## src/hdl/snq_cfg_pkg.sv

```systemverilog
// snoop queue entry configuration
// widths of the stored address and dependency vector, and the
// one-hot encoding of the snoop-tag state machine
package snq_cfg_pkg;

  // --------------------------------------------------------------------------
  // address widths
  // --------------------------------------------------------------------------
  // physical address
  localparam int pa_width        = 40;
  // 16-byte aligned line address kept in the entry
  localparam int line_addr_width = pa_width - 4;
  // index bits compared against wmb / lfb / vb requests
  localparam int idx_width       = 8;

  // --------------------------------------------------------------------------
  // issue dependency layout
  // --------------------------------------------------------------------------
  // bits 0..1 victim buffers, bits 2..9 wmb entries
  localparam int vb_num     = 2;
  localparam int wmb_num    = 8;
  localparam int depd_width = vb_num + wmb_num;

  // --------------------------------------------------------------------------
  // snoop-tag fsm, one hot
  // --------------------------------------------------------------------------
  // idle is all zero so the fsm leaves reset with no bit set
  typedef enum logic [4:0] {
    snpt_idle           = 5'b00000,
    // waiting for victim buffers to drain
    snpt_wait_vb        = 5'b00001,
    snpt_wait_resp      = 5'b00010,
    snpt_sdt_req        = 5'b00100,
    snpt_wait_sdt_cmplt = 5'b01000,
    // response ready, waits for bus accept
    snpt_wait_pop       = 5'b10000
  } snpt_state_t;

endpackage

```

## src/hdl/snq_proto_pkg.sv

```systemverilog
// snoop protocol definitions
// snoop type codes, the coherence response word, the dcache tag
// response and the bundles passed in and out of a snoop queue entry
package snq_proto_pkg;

  // --------------------------------------------------------------------------
  // snoop request types
  // --------------------------------------------------------------------------
  typedef enum logic [3:0] {
    read_once     = 4'b0000,
    read_shared   = 4'b0001,
    read_unique   = 4'b0111,
    clean_shared  = 4'b1000,
    clean_invalid = 4'b1001,
    make_invalid  = 4'b1101
  } snoop_type_t;

  // coherence response, msb first
  typedef struct packed {
    logic was_unique;
    logic is_shared;
    logic pass_dirty;
    logic error;
    logic data_transfer;
  } cr_resp_t;

  // dcache tag lookup result
  typedef struct packed {
    logic valid;
    logic dirty;
    logic share;
    logic way;
  } tag_resp_t;

  // entry create bundle
  typedef struct packed {
    logic [snq_cfg_pkg::pa_width-1:0]   addr;
    logic [snq_cfg_pkg::depd_width-1:0] depd;
    snoop_type_t                        snp_type;
  } snq_create_t;

  // work left for the snoop data stage after the tag read
  typedef struct packed {
    logic read_data;
    logic chg_tag_s;
    logic chg_tag_i;
    logic chg_tag;
  } snpdt_need_t;

  // index hits against other lsu buffers
  typedef struct packed {
    logic wmb_write;
    logic wmb_read;
    logic lfb_vb;
  } hit_idx_t;

endpackage

```

## src/hdl/snq_entry_ctrl.sv

```systemverilog
// snoop queue entry control
// entry valid, tag issued flag and the snoop-tag state machine that
// walks tag read, data/tag change, vb wait and response pop
`timescale 1ns/10ps

module snq_entry_ctrl (
  input  logic snqctrlclk,
  input  logic cpurst_b,
  input  logic create_en,
  input  logic depd_clear,
  input  logic wait_vb,
  input  logic need_snpdt,
  input  logic tag_start,
  input  logic tag_grnt,
  input  logic resp_create_en,
  input  logic snpdt_grnt,
  input  logic snpdt_cmplt,
  input  logic oldest,
  input  logic cr_resp_accept,
  output logic vld,
  output logic issued,
  output logic rd_tag_rdy,
  output logic tag_req,
  output logic snpdt_start,
  output logic cr_resp_valid,
  output logic save_resp
);

  snq_cfg_pkg::snpt_state_t snpt_cur_state;
  snq_cfg_pkg::snpt_state_t snpt_next_state;
  logic                     snpt_idle_st;
  logic                     tag_issued;

  // --------------------------------------------------------------------------
  // valid and issued
  // --------------------------------------------------------------------------
  // bus accept of the response retires the entry
  always_ff @(posedge snqctrlclk or negedge cpurst_b)
  begin
    if (!cpurst_b)
      vld <= 1'b0;
    else if (create_en)
      vld <= 1'b1;
    else if (cr_resp_accept)
      vld <= 1'b0;
  end

  assign snpt_idle_st = (snpt_cur_state == snq_cfg_pkg::snpt_idle);
  assign tag_issued   = tag_start && tag_grnt && snpt_idle_st;

  always_ff @(posedge snqctrlclk or negedge cpurst_b)
  begin
    if (!cpurst_b)
      issued <= 1'b0;
    else if (cr_resp_accept)
      issued <= 1'b0;
    else if (tag_issued)
      issued <= 1'b1;
  end

  // ready for tag read once every dependency has gone
  assign rd_tag_rdy = vld && depd_clear && !issued;

  // --------------------------------------------------------------------------
  // snoop-tag fsm
  // --------------------------------------------------------------------------
  always_ff @(posedge snqctrlclk or negedge cpurst_b)
  begin
    if (!cpurst_b)
      snpt_cur_state <= snq_cfg_pkg::snpt_idle;
    else
      snpt_cur_state <= snpt_next_state;
  end

  always_comb
  begin
    snpt_next_state = snpt_cur_state;
    case (snpt_cur_state)
      snq_cfg_pkg::snpt_idle:
        if (tag_start && tag_grnt)
          snpt_next_state = snq_cfg_pkg::snpt_wait_resp;
      snq_cfg_pkg::snpt_wait_resp:
        // tag back, pick next step from the decoded needs
        if (resp_create_en)
        begin
          if (need_snpdt)
            snpt_next_state = snq_cfg_pkg::snpt_sdt_req;
          else if (wait_vb)
            snpt_next_state = snq_cfg_pkg::snpt_wait_vb;
          else
            snpt_next_state = snq_cfg_pkg::snpt_wait_pop;
        end
      snq_cfg_pkg::snpt_sdt_req:
        if (snpdt_grnt && oldest)
          snpt_next_state = snq_cfg_pkg::snpt_wait_sdt_cmplt;
      snq_cfg_pkg::snpt_wait_sdt_cmplt:
        if (snpdt_cmplt)
          snpt_next_state = wait_vb ? snq_cfg_pkg::snpt_wait_vb
                                    : snq_cfg_pkg::snpt_wait_pop;
      snq_cfg_pkg::snpt_wait_vb:
        if (!wait_vb)
          snpt_next_state = snq_cfg_pkg::snpt_wait_pop;
      snq_cfg_pkg::snpt_wait_pop:
        if (cr_resp_accept)
          snpt_next_state = snq_cfg_pkg::snpt_idle;
      default:
        snpt_next_state = snq_cfg_pkg::snpt_idle;
    endcase
  end

  // request and pop strobes, only the oldest entry may go
  assign tag_req       = tag_start;
  assign save_resp     = resp_create_en;
  assign snpdt_start   = oldest && (snpt_cur_state == snq_cfg_pkg::snpt_sdt_req);
  assign cr_resp_valid = oldest && (snpt_cur_state == snq_cfg_pkg::snpt_wait_pop);

endmodule

```

## src/hdl/snq_depd_track.sv

```systemverilog
// snoop entry dependency tracking
// issue dependency vector on vb and wmb entries, plus the separate
// victim-buffer wait vector checked before the response pops
`timescale 1ns/10ps

module snq_depd_track (
  input  logic                                snqctrlclk,
  input  logic                                cpurst_b,
  input  logic                                create_en,
  input  logic [snq_cfg_pkg::depd_width-1:0]  create_depd,
  input  logic [snq_cfg_pkg::depd_width-1:0]  depd_remove,
  input  logic                                vld,
  input  logic                                vb_start_wait,
  input  logic [snq_cfg_pkg::vb_num-1:0]      vb_wait_id,
  input  logic [snq_cfg_pkg::vb_num-1:0]      vb_wait_remove,
  output logic [snq_cfg_pkg::depd_width-1:0]  depd,
  output logic                                depd_clear,
  output logic [snq_cfg_pkg::vb_num-1:0]      depd_vb_id,
  output logic                                wait_vb
);

  logic [snq_cfg_pkg::vb_num-1:0] wait_vb_vec;

  // --------------------------------------------------------------------------
  // issue dependency
  // --------------------------------------------------------------------------
  always_ff @(posedge snqctrlclk or negedge cpurst_b)
  begin
    if (!cpurst_b)
      depd <= '0;
    else if (create_en)
      depd <= create_depd;
    else
      depd <= depd & ~depd_remove;
  end

  assign depd_clear = ~|depd;

  // vb bits go out for evict deadlock avoidance
  assign depd_vb_id = {snq_cfg_pkg::vb_num{vld}} & depd[snq_cfg_pkg::vb_num-1:0];

  // --------------------------------------------------------------------------
  // victim buffer wait
  // --------------------------------------------------------------------------
  always_ff @(posedge snqctrlclk or negedge cpurst_b)
  begin
    if (!cpurst_b)
      wait_vb_vec <= '0;
    else if (vb_start_wait)
      wait_vb_vec <= vb_wait_id;
    else
      wait_vb_vec <= wait_vb_vec & ~vb_wait_remove;
  end

  assign wait_vb = |wait_vb_vec;

endmodule

```

## src/hdl/snq_resp_decode.sv

```systemverilog
// snoop response decode
// holds the snoop type, decodes the dcache tag response into the
// coherence response and data-stage needs, captures them on save
`timescale 1ns/10ps

module snq_resp_decode (
  input  logic                        snqctrlclk,
  input  logic                        cpurst_b,
  input  logic                        create_en,
  input  snq_proto_pkg::snoop_type_t  create_type,
  input  snq_proto_pkg::tag_resp_t    tag_resp,
  input  logic                        ecc_err,
  input  logic                        save_resp,
  output logic                        need_snpdt,
  output snq_proto_pkg::snpdt_need_t  need,
  output logic                        way,
  output snq_proto_pkg::cr_resp_t     cr_resp,
  output logic                        tag_req_for_inv
);

  snq_proto_pkg::snoop_type_t snp_type;
  snq_proto_pkg::cr_resp_t    resp_live;
  logic                       is_rs;
  logic                       is_ru;
  logic                       is_ro;
  logic                       is_cs;
  logic                       is_ci;
  logic                       is_mi;
  logic                       line_dirty;
  logic                       chg_tag_m;
  logic                       chg_tag_s;
  logic                       chg_tag_i;

  // snoop type of the request held by the entry
  always_ff @(posedge snqctrlclk)
  begin
    if (create_en)
      snp_type <= create_type;
  end

  assign is_rs = (snp_type == snq_proto_pkg::read_shared);
  assign is_ru = (snp_type == snq_proto_pkg::read_unique);
  assign is_ro = (snp_type == snq_proto_pkg::read_once);
  assign is_cs = (snp_type == snq_proto_pkg::clean_shared);
  assign is_ci = (snp_type == snq_proto_pkg::clean_invalid);
  assign is_mi = (snp_type == snq_proto_pkg::make_invalid);

  // --------------------------------------------------------------------------
  // response decode
  // --------------------------------------------------------------------------
  // only M lines transfer data, l2 is inclusive
  assign line_dirty = tag_resp.valid && tag_resp.dirty;

  assign resp_live.was_unique    = 1'b0;
  assign resp_live.is_shared     = tag_resp.valid && (is_rs || is_ro || is_cs);
  assign resp_live.pass_dirty    = line_dirty && (is_rs || is_ru || is_ci || is_cs);
  assign resp_live.error         = ecc_err;
  assign resp_live.data_transfer = line_dirty && (is_rs || is_ru || is_ro || is_ci || is_cs);

  // tag state changes, M always drops to clean
  assign chg_tag_m = line_dirty && is_cs;
  // E or M goes to shared
  assign chg_tag_s = tag_resp.valid && !tag_resp.share && (is_cs || is_rs);
  assign chg_tag_i = tag_resp.valid && (is_ru || is_ci || is_mi);

  assign need_snpdt = resp_live.data_transfer || chg_tag_m || chg_tag_s || chg_tag_i;

  assign tag_req_for_inv = is_ru || is_ci || is_mi;

  // --------------------------------------------------------------------------
  // capture on save
  // --------------------------------------------------------------------------
  always_ff @(posedge snqctrlclk)
  begin
    if (save_resp)
    begin
      cr_resp <= resp_live;
      way     <= tag_resp.way;
    end
  end

  // need flags steer the data stage
  always_ff @(posedge snqctrlclk or negedge cpurst_b)
  begin
    if (!cpurst_b)
      need <= '0;
    else if (save_resp)
    begin
      need.read_data <= resp_live.data_transfer;
      need.chg_tag_s <= chg_tag_s;
      need.chg_tag_i <= chg_tag_i;
      need.chg_tag   <= chg_tag_m || chg_tag_s || chg_tag_i;
    end
  end

endmodule

```

## src/hdl/snq_addr_match.sv

```systemverilog
// snoop entry address and index compare
// keeps the 16-byte aligned line address and flags index matches
// against wmb write/read requests and lfb/vb addresses
`timescale 1ns/10ps

module snq_addr_match (
  input  logic                                     snqctrlclk,
  input  logic                                     cpurst_b,
  input  logic                                     create_en,
  input  logic [snq_cfg_pkg::pa_width-1:0]         create_addr,
  input  logic                                     vld,
  input  logic [snq_cfg_pkg::depd_width-1:0]       depd,
  input  logic [snq_cfg_pkg::pa_width-1:0]         wmb_write_addr,
  input  logic [snq_cfg_pkg::wmb_num-1:0]          wmb_write_ptr,
  input  logic [snq_cfg_pkg::pa_width-1:0]         wmb_read_addr,
  input  logic [snq_cfg_pkg::pa_width-7:0]         lfb_vb_addr_tto6,
  output logic [snq_cfg_pkg::line_addr_width-1:0]  addr,
  output snq_proto_pkg::hit_idx_t                  hit
);

  logic [snq_cfg_pkg::idx_width-1:0] idx;
  logic                              wmb_ptr_free;

  // line address, drop the low 4 bits
  always_ff @(posedge snqctrlclk or negedge cpurst_b)
  begin
    if (!cpurst_b)
      addr <= '0;
    else if (create_en)
      addr <= create_addr[snq_cfg_pkg::pa_width-1:4];
  end

  // --------------------------------------------------------------------------
  // index compares
  // --------------------------------------------------------------------------
  // stored bits 9:2 are pa bits 13:6
  assign idx = addr[snq_cfg_pkg::idx_width+1:2];

  // a wmb write the entry already depends on is not a hit
  assign wmb_ptr_free = |(~depd[snq_cfg_pkg::depd_width-1:snq_cfg_pkg::vb_num]
                          & wmb_write_ptr);

  assign hit.wmb_write = vld && wmb_ptr_free
                         && (idx == wmb_write_addr[snq_cfg_pkg::idx_width+5:6]);
  assign hit.wmb_read  = vld && (idx == wmb_read_addr[snq_cfg_pkg::idx_width+5:6]);
  // tto6 address is already shifted down by 6
  assign hit.lfb_vb    = vld && (idx == lfb_vb_addr_tto6[snq_cfg_pkg::idx_width-1:0]);

endmodule

```

## src/hdl/snq_entry_top.sv

```systemverilog
// snoop queue entry
// one entry of the lsu coherence snoop queue: control fsm,
// dependency tracking, response decode and index compare
`timescale 1ns/10ps

module snq_entry_top (
  input  logic                                     snqctrlclk,
  input  logic                                     cpurst_b,
  input  logic                                     create_en,
  input  snq_proto_pkg::snq_create_t               create,
  input  logic [snq_cfg_pkg::depd_width-1:0]       depd_remove,
  input  logic                                     vb_start_wait,
  input  logic [snq_cfg_pkg::vb_num-1:0]           vb_wait_id,
  input  logic [snq_cfg_pkg::vb_num-1:0]           vb_wait_remove,
  input  logic                                     tag_start,
  input  logic                                     tag_grnt,
  input  logic                                     resp_create_en,
  input  snq_proto_pkg::tag_resp_t                 tag_resp,
  input  logic                                     ecc_err,
  input  logic                                     snpdt_grnt,
  input  logic                                     snpdt_cmplt,
  input  logic                                     oldest,
  input  logic                                     cr_resp_accept,
  input  logic [snq_cfg_pkg::pa_width-1:0]         wmb_write_addr,
  input  logic [snq_cfg_pkg::wmb_num-1:0]          wmb_write_ptr,
  input  logic [snq_cfg_pkg::pa_width-1:0]         wmb_read_addr,
  input  logic [snq_cfg_pkg::pa_width-7:0]         lfb_vb_addr_tto6,
  output logic                                     vld,
  output logic                                     rd_tag_rdy,
  output logic                                     tag_req,
  output logic                                     issued,
  output logic [snq_cfg_pkg::line_addr_width-1:0]  addr,
  output logic                                     tag_req_for_inv,
  output logic                                     snpdt_start,
  output snq_proto_pkg::snpdt_need_t               need,
  output logic                                     way,
  output logic                                     cr_resp_valid,
  output snq_proto_pkg::cr_resp_t                  cr_resp,
  output logic [snq_cfg_pkg::vb_num-1:0]           depd_vb_id,
  output snq_proto_pkg::hit_idx_t                  hit
);

  logic [snq_cfg_pkg::depd_width-1:0] depd;
  logic                               depd_clear;
  logic                               wait_vb;
  logic                               need_snpdt;
  logic                               save_resp;

  snq_entry_ctrl u_ctrl (
    .snqctrlclk, .cpurst_b, .create_en, .depd_clear, .wait_vb, .need_snpdt,
    .tag_start, .tag_grnt, .resp_create_en, .snpdt_grnt, .snpdt_cmplt,
    .oldest, .cr_resp_accept, .vld, .issued, .rd_tag_rdy, .tag_req,
    .snpdt_start, .cr_resp_valid, .save_resp
  );

  snq_depd_track u_depd (
    .snqctrlclk, .cpurst_b, .create_en, .create_depd(create.depd), .depd_remove,
    .vld, .vb_start_wait, .vb_wait_id, .vb_wait_remove, .depd, .depd_clear,
    .depd_vb_id, .wait_vb
  );

  snq_resp_decode u_resp (
    .snqctrlclk, .cpurst_b, .create_en, .create_type(create.snp_type), .tag_resp,
    .ecc_err, .save_resp, .need_snpdt, .need, .way, .cr_resp, .tag_req_for_inv
  );

  snq_addr_match u_addr (
    .snqctrlclk, .cpurst_b, .create_en, .create_addr(create.addr), .vld, .depd,
    .wmb_write_addr, .wmb_write_ptr, .wmb_read_addr, .lfb_vb_addr_tto6,
    .addr, .hit
  );

endmodule

```

## config.mk

```make
export PLATFORM = sky130hd
export DESIGN_NAME = snq_entry_top
export DESIGN_NICKNAME = d
export VERILOG_FILES = /design/src/hdl/snq_cfg_pkg.sv /design/src/hdl/snq_proto_pkg.sv /design/src/hdl/snq_entry_ctrl.sv /design/src/hdl/snq_depd_track.sv /design/src/hdl/snq_resp_decode.sv /design/src/hdl/snq_addr_match.sv /design/src/hdl/snq_entry_top.sv
export SDC_FILE = /design/constraint.sdc
export NUM_CORES = 1
export LEC_CHECK = 0
export ABC_AREA = 1
export BUFFER_PORTS_ARGS = -buffer_cell sky130_fd_sc_hd__buf_2
export CAP_MARGIN = 15
export CORE_ASPECT_RATIO = 0.9
export CORE_MARGIN = 4
export CORE_UTILIZATION = 30
export CTS_BUF_LIST = sky130_fd_sc_hd__clkbuf_4 sky130_fd_sc_hd__clkbuf_8
export DETAILED_ROUTE_END_ITERATION = 10
export PLACE_DENSITY = 0.64
export SETUP_SLACK_MARGIN = 0.05
export SYNTH_ARGS = -nofsm -noshare
export SYNTH_HDL_FRONTEND = slang
export SYNTH_HIERARCHICAL = 1
export SYNTH_SLANG_ARGS = --single-unit
```

## constraint.sdc

```tcl
create_clock -name snqctrlclk -period 4 [get_ports snqctrlclk]
set_input_delay 0.2 -clock snqctrlclk [delete_from_list [all_inputs] [get_ports snqctrlclk]]
set_output_delay 0.2 -clock snqctrlclk [all_outputs]
set_load 0.005 [all_outputs]
```

==> results.md <==
- First-pass GRT wire length: 14820 µm
- Hpwl dp: a little over 7000 µm
- Worst hold path type: in -> async
- Clk_lat worst skew: between 0.3 and 0.4 ns
- Clock Root Buffer: clkbuf_8
- Adder-cell area share of the yosys netlist: 0%
- Clk buf depth: 2
- Final Hold Vio Count: 5
- Final min period: approximately 1.7 ns
- DIE WIDTH: 122.9 µm
- Clock sinks: roughly 70
- Port bufs: roughly 170
- DRT Pass-1 Iters: 4
- Antenna-violating nets left: 0
- Number of top-level pins: around 260
- Top cell family by delay on the critical path: flip-flops
- Tot GR Track Use: between 10% and 20%
- Most frequent cells in the layout: 168 x buf_2, 104 x nand2_1, 59 x dfrtp_1, 48 x nor2_1, 40 x inv_1
- Final Wtd Congestion: 0.8482
- N_diodes: 0
- P_sw: 0.0005660 W
- R2R cell count: 12
- Comb power frac: 25.0%
- CTS buffer count: 9
- Arrival time worst endpoint: roughly 1.5 ns
- Reg clk slew, reported paths: approximately 0.070 ns
- PostCTS Resize Cnt: 0
- Startpoint Class: flop
- FILL cells: between 1000 and 1500
- Post-synthesis simple-gate area fraction: a little under a quarter
- Largest net degree at the start of global routing: 60
- Via/cell ratio: ~4.3
- Placeable Area: 11530 µm²
- Worst vdd ir: approximately 0.00023 V
- Clock network fraction of total power: a little under a third
- Yosys warnings: 6
- Fraction of layout cells with a size suffix above 1: 42.83%
- Least-Margin Pin Slew: approximately 0.75 ns
- Core Rows: 37
- Post-layout util: between 40% and 50%
- Slew headroom: between 40% and 50%
- Post-CTS setup buffer count: 0
- Hold Slack: -0.006916 ns
- Mapped Cells: about 390
- Status: complete, but fails checks
- Via count: between 3000 and 4000
- Multiplexer share of the synthesized area: between 10% and 20%
- Die ar.: roughly 14000 µm²
- Worst Setup EP: hit[2]
- Largest family of logic cells by synthesized area: simple AND/OR/NAND/NOR gates
- Syn-to-layout area delta: 36.10%
- Flop2flop setup slack: roughly 2.4 ns
- Max-capacitance violation count: 0
- Setup violations, final: 0
- CTS tree: done
- Mapped Area: 3563 µm²
- RSZ-0062 raised after global routing: no
- Crit path cell chain: inv_1 > nor2_1 > nand2_1 > nor2_1 > nand2_1 > nor2_1 > buf_2
- R2R Path Start: u_resp/snp_type[3]
- Fin Setup TNS: 0 ns
- Internal power: about 0.0013 W
- CP Capture Type: output pin
- Vias in the first global route: between 3000 and 4000
- Antenna violations before repair: 0
- CP peak stage delay: ~0.5 ns
- WP data required: about 3.8 ns
- Max Clk Rate: slightly below 600 MHz
- Final worst path period share: roughly 43%
- Slowest stage cell, crit path: dfrtp_1
- Nets@finish: a little under 800
- CP Max Fanout: 6
- Reg power frac: about 45%
- Starting density of the core: ~30%
- Crit Reg-Reg Endpoint: u_ctrl/snpt_cur_state[4]
- Most used cell, CP: nor2_1
- Die height: ~110 µm
- Commonest non-fill, non-tap cell in the layout: buf_2
- Tot Pwr: around 0.0019 W
- Clock Skews: roughly 0.011 ns
- FF+latch count, synth: just under 70
- H-tree levels: 3
- Wire per inst: ~13 µm
- Crit. Startpoint: u_ctrl/vld
- Synth Area per Inst: 9.184 µm²
- Failing checks: hold timing
- CP bufs+invs: 2
- Stages on the worst setup path: 7
- Synth Area in Compound Gates: between 5 and 6%
- Mapped Nets: slightly below 600
- GRT overflow: 0
- Xor and xnor fraction of the mapped netlist area: about 2.2%
- Lkg Pwr: 2.667 nW
- Seq/Total Area, Yosys: about 49%
- Synth unique cells: 32
- Sw Share: between 30% and 40%
- Post-route DRC: 0
- Pwr/cell area: about 380 nW/µm²
- Setup Crit Path Kind: reg -> out
- 1st-iter DRT viols: around 140
- Routed wire length: roughly 9300 µm
- Slew Limit Fails: 0
## cells by family (layout without fill, tap and decap cells)
| kind of cell | Yosys count | after routing |
|---|---|---|
| compound gates | 29 | 29 |
| xor+xnor | 9 | 9 |
| buf+inv | 56 | 247 |
| flops | 68 | 68 |
| mux | 29 | 29 |
| other cells | 1 | 1 |
| simple gates | 196 | 196 |
## worst min path at each step
stage,cells after the start,from,end
floorplan,0,cpurst_b,u_addr/addr[0]
global placement,2,cr_resp_accept,u_ctrl/issued
detailed placement,2,cr_resp_accept,u_ctrl/issued
CTS,1,create[0],u_resp/snp_type[0]
global route,2,depd_remove[2],u_depd/depd[2]
finish,2,cpurst_b,u_addr/addr[22]
## routing by layer
| metal | GRT usage, % | vias up | part of all wire [%] | wire length (µm) |
|---|---|---|---|---|
| li1 | - | 1591 | - | - |
| met5 | 0 | - | 0 | 0 |
| met1 | 15.93 | 1454 | 42 | 3927 |
| met3 | 5.739 | 14 | 8.0 | 746 |
| met4 | 4.179 | 0 | 1.8 | 165 |
| met2 | 23.17 | 124 | 48 | 4500 |
## cells in the mapped netlist
library cell | n | share of area (%)
nand2_1 | 104 | 11
dfrtp_1 | 59 | 41
nor2_1 | 48 | 5.1
inv_1 | 40 | 4.2
mux2_4 | 26 | 11
nand3_1 | 18 | 2.5
o21ai_0 | 15 | 2.1
edfxtp_1 | 9 | 7.6
o21ai_2 | 9 | 2.2
inv_2 | 7 | 0.74
nand2_2 | 6 | 1.1
xnor2_1 | 5 | 1.2
buf_4 | 4 | 0.84
nand3b_1 | 4 | 0.84
nand4_1 | 4 | 0.70
xor2_1 | 4 | 0.98
mux2_2 | 3 | 0.95
nor2_2 | 3 | 0.53
buf_12 | 2 | 1.1
buf_6 | 2 | 0.63
nand3_2 | 2 | 0.56
nor2_4 | 2 | 0.63
o21ai_1 | 2 | 0.28
or2_2 | 2 | 0.35
a21o_1 | 1 | 0.21
a21oi_1 | 1 | 0.14
a31oi_1 | 1 | 0.18
and2_4 | 1 | 0.25
buf_2 | 1 | 0.14
conb_1 | 1 | 0.11
nand2_4 | 1 | 0.32
nor4_1 | 1 | 0.18
## area by class of cell
type / count / area [µm²] / share of cell area, %
Inverter: 47 / 176.4 / 3.638
Sequential cell: 68 / 1747 / 36.02
Tap cell: 156 / 195.2 / 4.025
Timing Repair Buffer: 184 / 996.0 / 20.54
Clock inverter: 5 / 53.80 / 1.109
Multi-Input combinational cell: 264 / 1543 / 31.81
Clock buffer: 11 / 138.9 / 2.864
## flip-flops by register name, indices dropped and copies added (netlist names)
| signal | count |
|---|---|
| u_resp/snp_type | 4 |
| u_ctrl/snpt_cur_state | 5 |
| u_depd/depd | 10 |
| u_resp/need | 4 |
| u_resp/way | 1 |
| u_addr/addr | 36 |
| u_resp/cr_resp | 4 |
| u_depd/wait_vb_vec | 2 |
| u_ctrl/vld | 1 |
| u_ctrl/issued | 1 |
## power by group through the flow
stage          registers [W]  logic (W)  clock network [W]
4_1_cts             0.000835   0.000466           0.000582
3_3_place_gp        0.000845   0.000448                  0
6_report            0.000835   0.000464           0.000558
5_1_grt             0.000846   0.000522           0.000613
2_1_floorplan       0.000841   0.000285                  0
3_5_place_dp        0.000846   0.000456                  0
## stage by stage
step	hold WS, ns	instance area [µm²]	cells	setup WS, ns
finish	-0.006916	4850	735	2.293
global route	0.002263	4850	735	2.118
CTS	0.00006259	4830	733	2.206
detailed placement	0.3725	4517	705	2.194
global placement	0.3697	4517	705	2.223
floorplan	-0.09559	3563	388	2.616
## repair_timing
item,CTS,global route
hold buffers,12,2
endpoints found under the hold margin,12,2
setup endpoints to repair,0,0
No activity file was read; power rests on OpenSTA's default activity.
